`src/logic/accel_pkg.sv`:
```
/*
 * Accelerator package
 * Shared matrix size, element width and word types for the 4x4 multiplier.
 */
package accel_pkg;

    // matrix dimension
    localparam int MAT_N = 4;

    // element width in bits
    localparam int DW = 8;

    // memory and bus word, one packed row of four elements
    typedef logic [31:0] word_t;

    // signed matrix element
    typedef logic signed [DW-1:0] elem_t;

    // four 8x8 products fit in 18 bits
    typedef logic signed [17:0] acc_t;

    // row-major C index
    typedef logic [3:0] cidx_t;

endpackage

```
`src/logic/dma_engine.sv`:
```
/*
 * DMA job sequencer
 * Fetches the A and B rows from memory, starts the multiply and
 * writes the sixteen C results back.
 */
module dma_engine #(
    parameter int MEM_AW = 6
) (
    input  logic                 clk,
    input  logic                 rst_n,
    input  logic                 start_i,
    input  logic [MEM_AW-1:0]    a_base_i,
    input  logic [MEM_AW-1:0]    b_base_i,
    input  logic [MEM_AW-1:0]    c_base_i,
    output logic                 busy_o,
    output logic                 done_o,
    output logic                 d_req_o,
    output logic                 d_we_o,
    output logic [MEM_AW-1:0]    d_addr_o,
    output accel_pkg::word_t     d_wdata_o,
    input  logic                 d_gnt_i,
    input  logic                 d_rvalid_i,
    input  accel_pkg::word_t     d_rdata_i,
    output logic                 a_we_o,
    output logic                 b_we_o,
    output logic [$clog2(accel_pkg::MAT_N)-1:0] row_o,
    output accel_pkg::word_t     row_data_o,
    output logic                 mm_start_o,
    input  logic                 mm_done_i,
    output accel_pkg::cidx_t     c_idx_o,
    input  accel_pkg::acc_t      c_data_i
);

    localparam int N_ROWS = 2 * accel_pkg::MAT_N;
    localparam int N_C    = accel_pkg::MAT_N * accel_pkg::MAT_N;
    localparam int CW     = $clog2(N_ROWS + 1);
    localparam int RW     = $clog2(accel_pkg::MAT_N);
    localparam int EXT_W  = $bits(accel_pkg::word_t) - $bits(accel_pkg::acc_t);

    typedef enum logic [2:0] {
        S_IDLE,
        S_FETCH,
        S_COMPUTE,
        S_STORE,
        S_FINISH
    } state_t;

    state_t           state_q;
    logic [CW-1:0]    iss_cnt_q;
    logic [CW-1:0]    ret_cnt_q;
    accel_pkg::cidx_t c_cnt_q;
    logic             fetch_a;

    assign busy_o = (state_q != S_IDLE);
    assign done_o = (state_q == S_FINISH);

    // first MAT_N reads go to A, the rest to B
    assign fetch_a = (iss_cnt_q < CW'(accel_pkg::MAT_N));

    always_comb begin
        d_req_o   = 1'b0;
        d_we_o    = 1'b0;
        d_addr_o  = '0;
        d_wdata_o = '0;
        if (state_q == S_FETCH && iss_cnt_q < CW'(N_ROWS)) begin
            d_req_o  = 1'b1;
            d_addr_o = fetch_a ? a_base_i + MEM_AW'(iss_cnt_q)
                               : b_base_i + MEM_AW'(iss_cnt_q - CW'(accel_pkg::MAT_N));
        end else if (state_q == S_STORE) begin
            d_req_o   = 1'b1;
            d_we_o    = 1'b1;
            d_addr_o  = c_base_i + MEM_AW'(c_cnt_q);
            d_wdata_o = {{EXT_W{c_data_i[$bits(accel_pkg::acc_t)-1]}}, c_data_i};
        end
    end

    // returning words are steered by arrival order
    assign a_we_o     = (state_q == S_FETCH) & d_rvalid_i & (ret_cnt_q < CW'(accel_pkg::MAT_N));
    assign b_we_o     = (state_q == S_FETCH) & d_rvalid_i & (ret_cnt_q >= CW'(accel_pkg::MAT_N));
    assign row_o      = ret_cnt_q[RW-1:0];
    assign row_data_o = d_rdata_i;
    assign c_idx_o    = c_cnt_q;

    always_ff @(posedge clk) begin
        if (!rst_n) begin
            state_q    <= S_IDLE;
            iss_cnt_q  <= '0;
            ret_cnt_q  <= '0;
            c_cnt_q    <= '0;
            mm_start_o <= 1'b0;
        end else begin
            mm_start_o <= 1'b0;
            case (state_q)
                S_IDLE: begin
                    if (start_i) begin
                        iss_cnt_q <= '0;
                        ret_cnt_q <= '0;
                        c_cnt_q   <= '0;
                        state_q   <= S_FETCH;
                    end
                end
                S_FETCH: begin
                    if (d_gnt_i) begin
                        iss_cnt_q <= iss_cnt_q + 1'b1;
                    end
                    if (d_rvalid_i) begin
                        ret_cnt_q <= ret_cnt_q + 1'b1;
                        if (ret_cnt_q == CW'(N_ROWS - 1)) begin
                            mm_start_o <= 1'b1;
                            state_q    <= S_COMPUTE;
                        end
                    end
                end
                S_COMPUTE: begin
                    if (mm_done_i) begin
                        state_q <= S_STORE;
                    end
                end
                S_STORE: begin
                    if (d_gnt_i) begin
                        c_cnt_q <= c_cnt_q + 1'b1;
                        if (c_cnt_q == accel_pkg::cidx_t'(N_C - 1)) begin
                            state_q <= S_FINISH;
                        end
                    end
                end
                default: state_q <= S_IDLE;
            endcase
        end
    end

endmodule

```
`config.mk`:
```
export PLATFORM = sky130hd
export DESIGN_NAME = dma_engine
export DESIGN_NICKNAME = d
export VERILOG_FILES = /design/src/logic/accel_pkg.sv /design/src/logic/dma_engine.sv
export SDC_FILE = /design/constraint.sdc
export NUM_CORES = 1
export LEC_CHECK = 0
export ABC_AREA = 1
export BUFFER_PORTS_ARGS = -buffer_cell sky130_fd_sc_hd__buf_2
export CAP_MARGIN = 20
export CORE_ASPECT_RATIO = 0.6
export CORE_MARGIN = 4
export CORE_UTILIZATION = 45
export CTS_CLUSTER_DIAMETER = 50
export DETAILED_ROUTE_END_ITERATION = 12
export PLACE_DENSITY = 0.88
export REMOVE_ABC_BUFFERS = 1
export SLEW_MARGIN = 10
export SYNTH_ARGS = -nofsm -noshare
export SYNTH_HDL_FRONTEND = slang
export SYNTH_SLANG_ARGS = --single-unit
```
`constraint.sdc`:
```
create_clock -name clk -period 4.97 [get_ports clk]
set_clock_uncertainty 0.05 [all_clocks]
set_input_delay 0.7455 -clock clk [delete_from_list [all_inputs] [get_ports clk]]
set_output_delay 0.7455 -clock clk [all_outputs]
set_load 0.005 [all_outputs]
```
== Yosys cells after proc, flatten, opt, wreduce, memory -nomap -nowiden ==
Index checks and enable logic that the tools add are counted.
Word-level totals
  flip-flop bits (word level): 16
  latch bits: 0
  bits in writable memories: 0
  ROM bits: 0
  input bits: 74
  output and inout bits: 83
  logic and storage cells: 65
  memories: 0
Operators by class
  $add $sub $neg: 7
  multiply operators: 0
  div/mod/pow operators: 0
  order comparisons: 4
  eq/ne operators: 13
  shift-type cells: 0
  multiplexer cells: 23
  bitwise logic cells: 3
  reduce and logical (&&, ||, !) cells: 10
Operators by type and width (count)
  32-bit two-way mux: 2
  4-bit case mux with 2 select lines: 3
  3-bit two-way mux: 6
  6-bit two-way mux: 3
  4-bit two-way mux: 4
  4-bit by 1-bit adder with 4-bit output, second input constant: 3
  6-bit by 4-bit adder with 6-bit output: 2
  3-bit case mux with 4 select lines: 1
  3-bit AND reduction: 4
  2-bit inequality test, second input constant: 5
  4-bit by 3-bit < comparator with 1-bit output, second input constant: 2
  6-bit adder: 1
  3-bit by 2-bit equality test with 1-bit output, second input constant: 2
  6-bit AND reduction: 1
  4-bit by 3-bit subtractor with 5-bit output, second input constant: 1
  4-bit by 3-bit equality test with 1-bit output, second input constant: 1
  4-bit equality test, second input constant: 1
  4-bit by 3-bit greater-or-equal comparator with 1-bit output, second input constant: 1
  4-bit < comparator, second input constant: 1
  1-bit two-way mux: 4
  2-bit by 1-bit inequality test with 1-bit output, second input constant: 2
  2-bit nonzero test: 2
  1-bit bitwise AND: 3
  3-bit by 1-bit equality test with 1-bit output, second input constant: 1
  other kinds (4): 4

== Logic depth before layout (Yosys ltp) ==
Gate-level depths: netlist of the first run.
  depth after elaboration: 4
  gate-level depth with buffers: 14
  depth with buffers taken out: 13

== Worst setup path before layout of the first run ==
OpenSTA, ideal clock, no wires.
  path type: in2out
  from: in b_base_i[0]
  to: out d_addr_o[4]
  arrival: 1895 ps
  data required time: 4174 ps
  path slack: 2279 ps
  stages on the path: 10
  buffers on the path: 0
  path through: ha_1 inv_1 fa_1 o21ai_0 a21oi_1 nand2_1 nand3_1 nand2_1 nand2_1 nand2_1
On the way
  cells in the longest elaborated chain, start to end: 3
Ends and longest elaborated chain
  start, declared: line dma_engine.sv:13  | input logic [MEM_AW-1:0] b_base_i,
  6-bit adder: line dma_engine.sv:68  | : b_base_i + MEM_AW'(iss_cnt_q - CW'(accel_pkg::MAT_N));
  6-bit two-way mux: line dma_engine.sv:67  | d_addr_o = fetch_a ? a_base_i + MEM_AW'(iss_cnt_q)
  6-bit two-way mux: line dma_engine.sv:65  | if (state_q == S_FETCH && iss_cnt_q < CW'(N_ROWS)) begin
  end, declared: line dma_engine.sv:19  | output logic [MEM_AW-1:0] d_addr_o,
No other way between the ends.

== Worst setup path after layout of the first run ==
Ends and elaborated chain as after synthesis.

==> out/results.ini, run 1 <==
[yosys]
ys_top_cells_by_count=inv_1, nand2_1, buf_4, nor2_1, nand3_1
synth_flop_cell=dfxtp_1
synth-seq-area-share=0.151
yosys.area.top_type_share=0.170
yosysMostFrequentCell=inv_1
netlist_area_sq_mm=0.00212
synth_seq_cells=16
synth.avg_cell_area_sq_um=6.44
synth-edff-count=0
yosysWarningCount=0
synth_area_leader_cell=buf_4
synth_cell_types=39
synthArstFlopShare=0
synthCells=330
ys_top_cells_by_area=buf_4, dfxtp_1, inv_1

[route]
drc=0
firstDrtPassIters=4
met1Wirelength_mm=2.83
drt-total-wl_mm=6.41
vias_per_cell=4.83
dr_wl_met2_mm=2.54
met3_wirelength_mm=1.01
routed.top_layer=met4
vias=2114
drt-initial-drc-count=64
wl_per_cell_um=14.6
ant_nets=0

[die]
die_area_sq_mm=0.00592
core.rowCount=19
core-area_sq_mm=0.00456
start_util=0.465
die_h_um=61.2
die_w_um=96.7
ioPinCount=157

[cells_and_area]
num_antenna_cells=0
finalInstanceArea_sq_mm=0.00234
final_nets=471
fin_util=0.514
syn_to_final_growth_pct=10.4
drive_above_1_share=0.315

[placement]
gp_congestion=0.790
dpl.hpwl_mm=5.41
placed_cell_area_sq_mm=0.00229
io_buffers=92

[power_and_ir_drop]
ir_worst_vdd_mv=0.160
power_density_mw_per_mm2=280
power.total_mw=0.656
p_leak_nw=1.45

[clock_tree]
clk_pin_slew_worst_paths_ps=70
post-cts-setup-buffers=0
numCtsBuffers=3
postCtsHoldBufs=0
cts_resized=0
root_buffer=clkbuf_8
cts_sinks=16
clkLatencyLatePin_ps=260
clock_tree.htree_level_count=1
cts_tree=done
cts_max_path_buffers=2

[global_route]
first_global_vias=1905
grt_pass1_wl_mm=9.61
antenna_found_initial=0
grt_overflow_total=0
grt_max_degree=25
grt.total_usage=0.210

[setup_path]
cp_slowest_cell=fa_1
path_common_cell=nand2_1
worstPathRequired_ps=4170
worstPathArrival_ps=2250
cp_max_fo=2
start_kind=input port
reg2reg_slack_ps=3340
end_kind=output port
critPathKind=in2out
worstPathCellList=buf_2 > ha_1 > inv_1 > fa_1 > o21ai_0 > a21oi_1 > nand2_1 > nand3_1 > nand2_1 > nand2_1 > nand2_1 > buf_2
critical_path_buf_inv_count=3
max_stage_delay_ps=400
path_delay_family=adder cells

[outcome]
status=finished clean

[sta]
fmax_ghz=0.328
finalSetupViolCount=0
finalMaxSlewViolations=0
fin_hold_ws_ps=468
rsz0062_at_grt=false
worstMarginPinSlew_ps=632
period_minus_slack_ps=3040
max_slew_margin=0.577
fin_crit_sh=0.613
setup-tns-final_ps=0
hold_violations=0

[job]
maxCapViolCount=0

[hold_path]
hp-class=reg2reg

## cell families (layout without fill, tap and decap cells)
logic type      Yosys count  in the layout  share of synthesized area
flops                    16             16                      0.151
buf+inv                 117            162                      0.293
fa+ha+maj                21             21                      0.134
mux                       1              1                    0.00471
compound gates           37             37                      0.109
simple gates            136            136                      0.300
xor+xnor                  2              2                    0.00825
## power by group
group          internal [mW]  total (mW)  switching, mW
Sequential             0.146       0.173         0.0264
Clock                 0.0704       0.120         0.0497
Combinational          0.146       0.363          0.217
Total                  0.363       0.656          0.293
## sequential cells by signal, indices dropped and copies added, names as in the netlist
name / count
c_idx_o: 4
iss_cnt_q: 4
ret_cnt_q: 4
state_q: 3
mm_start_o: 1
## cell usage in the layout, fill, tap and decap left out, types with 3 or more instances in the layout
master	count
nand2_2	4
inv_2	5
ha_1	18
inv_1	61
buf_2	92
nor3_1	5
nor2_1	32
clkbuf_8	4
fa_1	3
nand3_1	22
nand3b_1	3
o21ai_0	9
nand2_1	57
a21oi_1	15
dfxtp_1	16
## layer usage
layer / track usage / vias to the layer above
li1: - / 1078
met1: 0.249 / 928
met2: 0.310 / 103
met3: 0.158 / 5
met4: 0.0300 / 0
met5: 0.0385 / -
## metrics by stage
step                      setup slack, ps  instances
after floorplan                      2280        279
after global placement               1980        434
after detailed placement             1920        434
after CTS                            1910        438
after global routing                 1680        438
final                                1930        438
## worst register-to-register path: stages, from the launching register on
cell     delay, ps
dfxtp_1        520
nand3_4        310
inv_2          250
nand2_1         90
nand4_2        130
nand2_1         50
o21ai_0         70
nor2_1          50
## final timing paths
path                                           startpoint                         to  depth (start not counted)
worst min-delay path            ret_cnt_q[1]$_SDFFE_PN0P_  ret_cnt_q[1]$_SDFFE_PN0P_                          2
worst min register to register  ret_cnt_q[1]$_SDFFE_PN0P_  ret_cnt_q[1]$_SDFFE_PN0P_                          2
worst max-delay path                          b_base_i[0]                d_addr_o[4]                         12
worst max register to register    state_q[0]$_SDFFE_PN0P_    state_q[1]$_SDFFE_PN0P_                          7
## cell type report
type                            instances  area, sq um
Multi-Input combinational cell        197         1180
Clock buffer                            4         55.1
Fill cell                             445         2220
Inverter                               66          248
Sequential cell                        16          320
Timing Repair Buffer                   92          460
Tap cell                               63         78.8
Power figures use the tool's default switching activity.
==> inputs of run 2 (changes only) <==
CORE_UTILIZATION = 41   (was 45)
PLACE_DENSITY = 0.81   (was 0.88)
clock period = 2.9 ns   (was 4.97 ns; I/O delays follow)
==> run 2 against run 1 <==
Against the previous run: clock-buffer cell count unchanged; register-to-register slack got worse by 2100 ps; combinational power increased by 74%; critical path type is now reg2out; power increased by 72%.
==> out/results.ini, run 2 (synthesized netlist as in run 1, its figures left out) <==
[setup_path]
reg2reg_slack_ps=1240  ; -2100 ps
critPathKind=reg2out
worstPathCellList=inv_1 > ha_1 > inv_1 > nand2_1 > nand2_1 > nor2_1 > nand2_1 > nand3_1 > nand3_1 > nand2_1 > nand2_1 > nand2_1 > buf_2
cp_slowest_cell=ha_1
reg2reg_from=state_q[2]$_SDFFE_PN0P_
max_stage_delay_ps=390  ; about the same
path_common_cell=nand2_1
rr_endpoint=state_q[1]$_SDFFE_PN0P_
end_kind=output port
ff2ff_path_depth=8  ; +1
worstPathRequired_ps=2410  ; -1760 ps
cp_max_fo=8  ; +6
start_kind=flop
worstPathArrival_ps=2200  ; -50 ps
crit_end=d_addr_o[5]
startpoint=iss_cnt_q[2]$_SDFFE_PN0P_

[sta]
fin_crit_sh=0.926
worstMarginPinSlew_ps=669  ; +37.0 ps
period_minus_slack_ps=2680
hold_violations=0  ; unchanged
finalMaxSlewViolations=0  ; unchanged
setup-tns-final_ps=0  ; unchanged
max_slew_margin=0.552  ; -0.0247
rsz0062_at_grt=false
finalSetupViolCount=0  ; unchanged
fmax_ghz=0.373

[clock_tree]
post-cts-setup-buffers=0  ; unchanged
clock_tree.htree_level_count=1  ; unchanged
cts_sinks=16  ; unchanged
clk_pin_slew_worst_paths_ps=60  ; about the same
clkLatencyLatePin_ps=250  ; about the same
cts_resized=0  ; unchanged
root_buffer=clkbuf_8
cts_max_path_buffers=2  ; unchanged
postCtsHoldBufs=0  ; unchanged
cts_tree=done
numCtsBuffers=3  ; unchanged

[cells_and_area]
drive_above_1_share=0.316  ; +0.00182
final_nets=472  ; +0.21%
num_antenna_cells=0  ; unchanged
final_cell_mix=buf_2, inv_1, nand2_1, nor2_1, nand3_1
fin_util=0.492  ; -0.0214
mostFrequentLayoutCell=buf_2
syn_to_final_growth_pct=10.7

[placement]
dpl.hpwl_mm=5.58  ; +3.1%
io_buffers=92  ; unchanged
gp_congestion=0.854  ; +8.1%

[global_route]
first_global_vias=1931  ; +1.4%
antenna_found_initial=0  ; unchanged
grt_overflow_total=0  ; unchanged
grt_pass1_wl_mm=9.98  ; +3.8%
grt_max_degree=24  ; -4.0%
grt.total_usage=0.197  ; -0.0136

[die]
die_h_um=63.8  ; +4.1%
die_w_um=101  ; +4.4%
die_area_sq_mm=0.00644  ; +8.7%
ioPinCount=157  ; unchanged
core.rowCount=19  ; unchanged
start_util=0.445  ; -0.0208
core-area_sq_mm=0.00478  ; +4.7%

[route]
drt-initial-drc-count=93  ; +45%
firstDrtPassIters=4  ; unchanged
vias=2136  ; +1.0%
drc=0  ; unchanged
met1Wirelength_mm=2.97  ; +5.0%
ant_nets=0  ; unchanged
routed.top_layer=met5
vias_per_cell=4.87  ; +0.81%
met3_wirelength_mm=1.09  ; +7.1%
wl_per_cell_um=15.2  ; +3.5%
dr_wl_met2_mm=2.56  ; +0.67%
drt-total-wl_mm=6.65  ; +3.7%

[outcome]
status=finished clean

[power_and_ir_drop]
ir_worst_vdd_mv=0.230  ; +44%
power_density_mw_per_mm2=478  ; +71%
p_leak_nw=1.45  ; +0.29%

[job]
maxCapViolCount=0  ; unchanged

[hold_path]
hp-class=in2reg
min-delay-start=rst_n

run 2: cell count changes in the layout (fill, tap and decap cells not counted):
cell,before,now
buf_4,0,1
run 2: metal layers:
metal	up-vias	global-route usage
li1	1073	-
met1	935	0.258
met2	122	0.261
met3	4	0.135
met4	2	0.0299
met5	-	0.0923
run 2: cell type report:
type,count,area [sq um]
well taps,63,78.8
fillers,525,2430
repair buffers,93,468
clock buffers,4,55.1
inverters,66,248
multi-input cells,197,1180
flip-flops and latches,16,320
run 2: how the worst min path moves through the flow:
| stage | to | slack (ps) | cells after the start |
|---|---|---|---|
| 3_5_place_dp | ret_cnt_q[1]$_SDFFE_PN0P_ | 450 | 2 |
| 5_1_grt | state_q[0]$_SDFFE_PN0P_ | 420 | 3 |
| 6_report | state_q[0]$_SDFFE_PN0P_ | 410 | 3 |
| 4_1_cts | state_q[0]$_SDFFE_PN0P_ | 400 | 3 |
| 3_3_place_gp | ret_cnt_q[1]$_SDFFE_PN0P_ | 440 | 2 |
| 2_1_floorplan | ret_cnt_q[3]$_SDFFE_PN0P_ | 430 | 2 |
run 2: critical path, delay by kind of cell, from the launching register on:
kind,cells,cell delay [ps]
buf+inv,3,470
simple gates,9,760
flops,1,320
fa+ha+maj,1,390
run 2: through the flow:
stage	total power [mW]	worst slack [ps]	hold WS, ps	cell area [sq um]	instances
floorplan	0.709	691	428	1750	279
global placement	0.916	527	438	2300	435
detailed placement	0.932	488	449	2300	435
CTS	1.14	254	401	2350	439
global route	1.24	35.2	415	2350	439
finish	1.12	216	410	2350	439
run 2: power breakdown:
group	leakage, nW	total, mW	switching (mW)	internal [mW]
clock network	0.0288	0.200	0.0791	0.121
registers	0.130	0.296	0.0447	0.251
logic	1.29	0.630	0.376	0.254
==> inputs of run 3 (changes only) <==
CORE_UTILIZATION = 37   (was 41)
PLACE_DENSITY = 0.77   (was 0.81)
clock period = 2.3 ns   (was 2.9 ns; I/O delays follow)
==> run 3 against run 2 <==
Against the previous run: clock power grew 29%; critical path depth unchanged; core utilization fell by 4.0 points; clock-buffer cell count did not move; sequential power increased by 26%; via count increased by 0.28%; final cell count up 5.7%; global-route usage decreased by 1.1 points; first-iteration DRC count is 67% higher; final area increased by 7.2%; critical path type unchanged; critical endpoint is now d_addr_o[4].
==> out/results.ini, run 3 (synthesized netlist as in run 1, its figures left out) <==
[setup_path]
startpoint=iss_cnt_q[0]$_SDFFE_PN0P_
cp_num_cells=13  ; unchanged
end_kind=output port
path_delay_family=adder cells
path_common_cell=nand2_1
reg2reg_slack_ps=730  ; -510 ps
start_kind=flop
max_stage_delay_ps=370  ; -20 ps
critical_path_buf_inv_count=3  ; unchanged
crit_end=d_addr_o[4]
ff2ff_path_depth=7  ; -1
worstPathArrival_ps=1890  ; -310 ps
cp_slowest_cell=dfxtp_4
critPathKind=reg2out
worstPathRequired_ps=1900  ; -510 ps
reg2reg_from=state_q[0]$_SDFFE_PN0P_
rr_endpoint=state_q[1]$_SDFFE_PN0P_
cp_max_fo=3  ; -5
worstPathCellList=ha_4 > inv_2 > fa_2 > inv_2 > nand2_2 > a21oi_2 > nor2_1 > nand2_1 > nand3_1 > nand2_1 > nand2_1 > nand2_1 > buf_2

[die]
core-area_sq_mm=0.00557  ; +17%
die_w_um=106  ; +4.8%
die_h_um=66.7  ; +4.6%
ioPinCount=157  ; unchanged
core.rowCount=21  ; +2
start_util=0.381  ; -0.0632
die_area_sq_mm=0.00706  ; +9.7%

[sta]
period_minus_slack_ps=2280
worstMarginPinSlew_ps=342  ; -327 ps
fmax_ghz=0.438
finalMaxSlewViolations=0  ; unchanged
finalSetupViolCount=0  ; unchanged
fin_ws_ps=18.8  ; -197 ps
fin_crit_sh=0.992
rsz0062_at_grt=true
hold_violations=0  ; unchanged
max_slew_margin=0.771  ; +0.219

[route]
drc=0  ; unchanged
ant_nets=0  ; unchanged
drt-total-wl_mm=6.74  ; +1.3%
vias=2142  ; +0.28%
vias_per_cell=4.62  ; -5.1%
wl_per_cell_um=14.5  ; -4.1%
drt-initial-drc-count=155  ; +67%
firstDrtPassIters=4  ; unchanged

[cells_and_area]
nFillCells=561  ; +6.9%
finalInstanceArea_sq_mm=0.00252  ; +7.2%
mostFrequentLayoutCell=buf_2
final_nets=480  ; +1.7%
final_cell_mix=buf_2, nand2_1, inv_1, nor2_1, nand3_1
num_antenna_cells=0  ; unchanged
drive_above_1_share=0.391  ; +0.0741
syn_to_final_growth_pct=18.7

[power_and_ir_drop]
power_density_mw_per_mm2=581  ; +22%
ir_worst_vdd_mv=0.289  ; +26%
p_leak_nw=1.50  ; +3.6%

[placement]
io_buffers=92  ; unchanged
gp_congestion=0.864  ; +1.1%
dpl.hpwl_mm=5.46  ; -2.2%
dpl_worst_slack_ps=83.0  ; -405 ps
placed_cell_area_sq_mm=0.00235  ; +2.2%

[clock_tree]
clk_pin_slew_worst_paths_ps=70  ; about the same
cts_tree=done
root_buffer=clkbuf_8
clkLatencyLatePin_ps=250  ; about the same
cts_sinks=16  ; unchanged
cts_max_path_buffers=2  ; unchanged
clock_tree.htree_level_count=1  ; unchanged
postCtsHoldBufs=0  ; unchanged
numCtsBuffers=3  ; unchanged

[global_route]
grt.met2_usage=0.292  ; +0.0314
grt_pass1_wl_mm=10.2  ; +2.6%
gr-usage-met1=0.220  ; -0.0379
antenna_found_initial=0  ; unchanged
busiest_layer=met2
first_global_vias=2004  ; +3.8%
grt.total_usage=0.186  ; -0.0108
grtUsageMet3=0.115  ; -0.0196
grt_max_degree=16  ; -33%
grt_overflow_total=0  ; unchanged

[hold_path]
hp-class=in2reg

[outcome]
status=finished clean

[job]
maxCapViolCount=0  ; unchanged

==> run 3: worst min-delay path, cell delays in order <==
cell and delay, ps:
buf_2 140, nand2_1 70, nor2_1 30
==> run 3: layout make-up <==
type | instances | area [sq um] | area share
clock buffers | 4 | 55.1 | 0.0218
inverters | 66 | 255 | 0.101
multi-input cells | 197 | 1250 | 0.498
flip-flops and latches | 16 | 328 | 0.130
well taps | 80 | 100 | 0.0397
repair buffers | 101 | 528 | 0.209
==> run 3: metal layers <==
| layer | part of all wire | routed length [um] | vias up |
|---|---|---|---|
| met1 | 0.45 | 3030 | 947 |
| met5 | 0 | 0 | - |
| met4 | 0.0052 | 35 | 0 |
| li1 | - | - | 1085 |
| met2 | 0.41 | 2740 | 106 |
| met3 | 0.14 | 935 | 4 |
==> run 3: metrics by stage <==
stage                     setup TNS [ps]  hold WS (ps)  utilization  total power [mW]  cells
final                                  0           327        0.453              1.47    464
after global routing                -214           335        0.453              1.60    464
after CTS                              0           321        0.448              1.46    464
after detailed placement               0           452        0.422              1.18    456
after global placement                 0           441        0.422              1.16    456
after floorplan                        0           415            -             0.894    279
==> run 3: worst min path at each step <==
stage	cells after the start	startpoint	slack (ps)	endpoint
floorplan	2	rst_n	420	state_q[0]$_SDFFE_PN0P_
global placement	2	ret_cnt_q[1]$_SDFFE_PN0P_	440	ret_cnt_q[1]$_SDFFE_PN0P_
detailed placement	2	ret_cnt_q[1]$_SDFFE_PN0P_	450	ret_cnt_q[1]$_SDFFE_PN0P_
CTS	3	rst_n	320	state_q[0]$_SDFFE_PN0P_
global route	3	rst_n	340	state_q[0]$_SDFFE_PN0P_
finish	3	rst_n	330	state_q[0]$_SDFFE_PN0P_
==> run 3: where the power goes <==
| part | internal (mW) | total [mW] | switching (mW) |
|---|---|---|---|
| logic | 0.343 | 0.834 | 0.492 |
| registers | 0.319 | 0.373 | 0.0544 |
| clock network | 0.152 | 0.258 | 0.105 |
| total | 0.814 | 1.47 | 0.652 |
==> run 3: timing repair <==
action | in CTS | in global routing
endpoints found under the setup margin | 2 | 3
resized for setup | 18 | 11
pin swaps | 2 | 1
endpoints found under the hold margin | 0 | 0
setup buffers | 4 | 0
gates cloned | 0 | 0
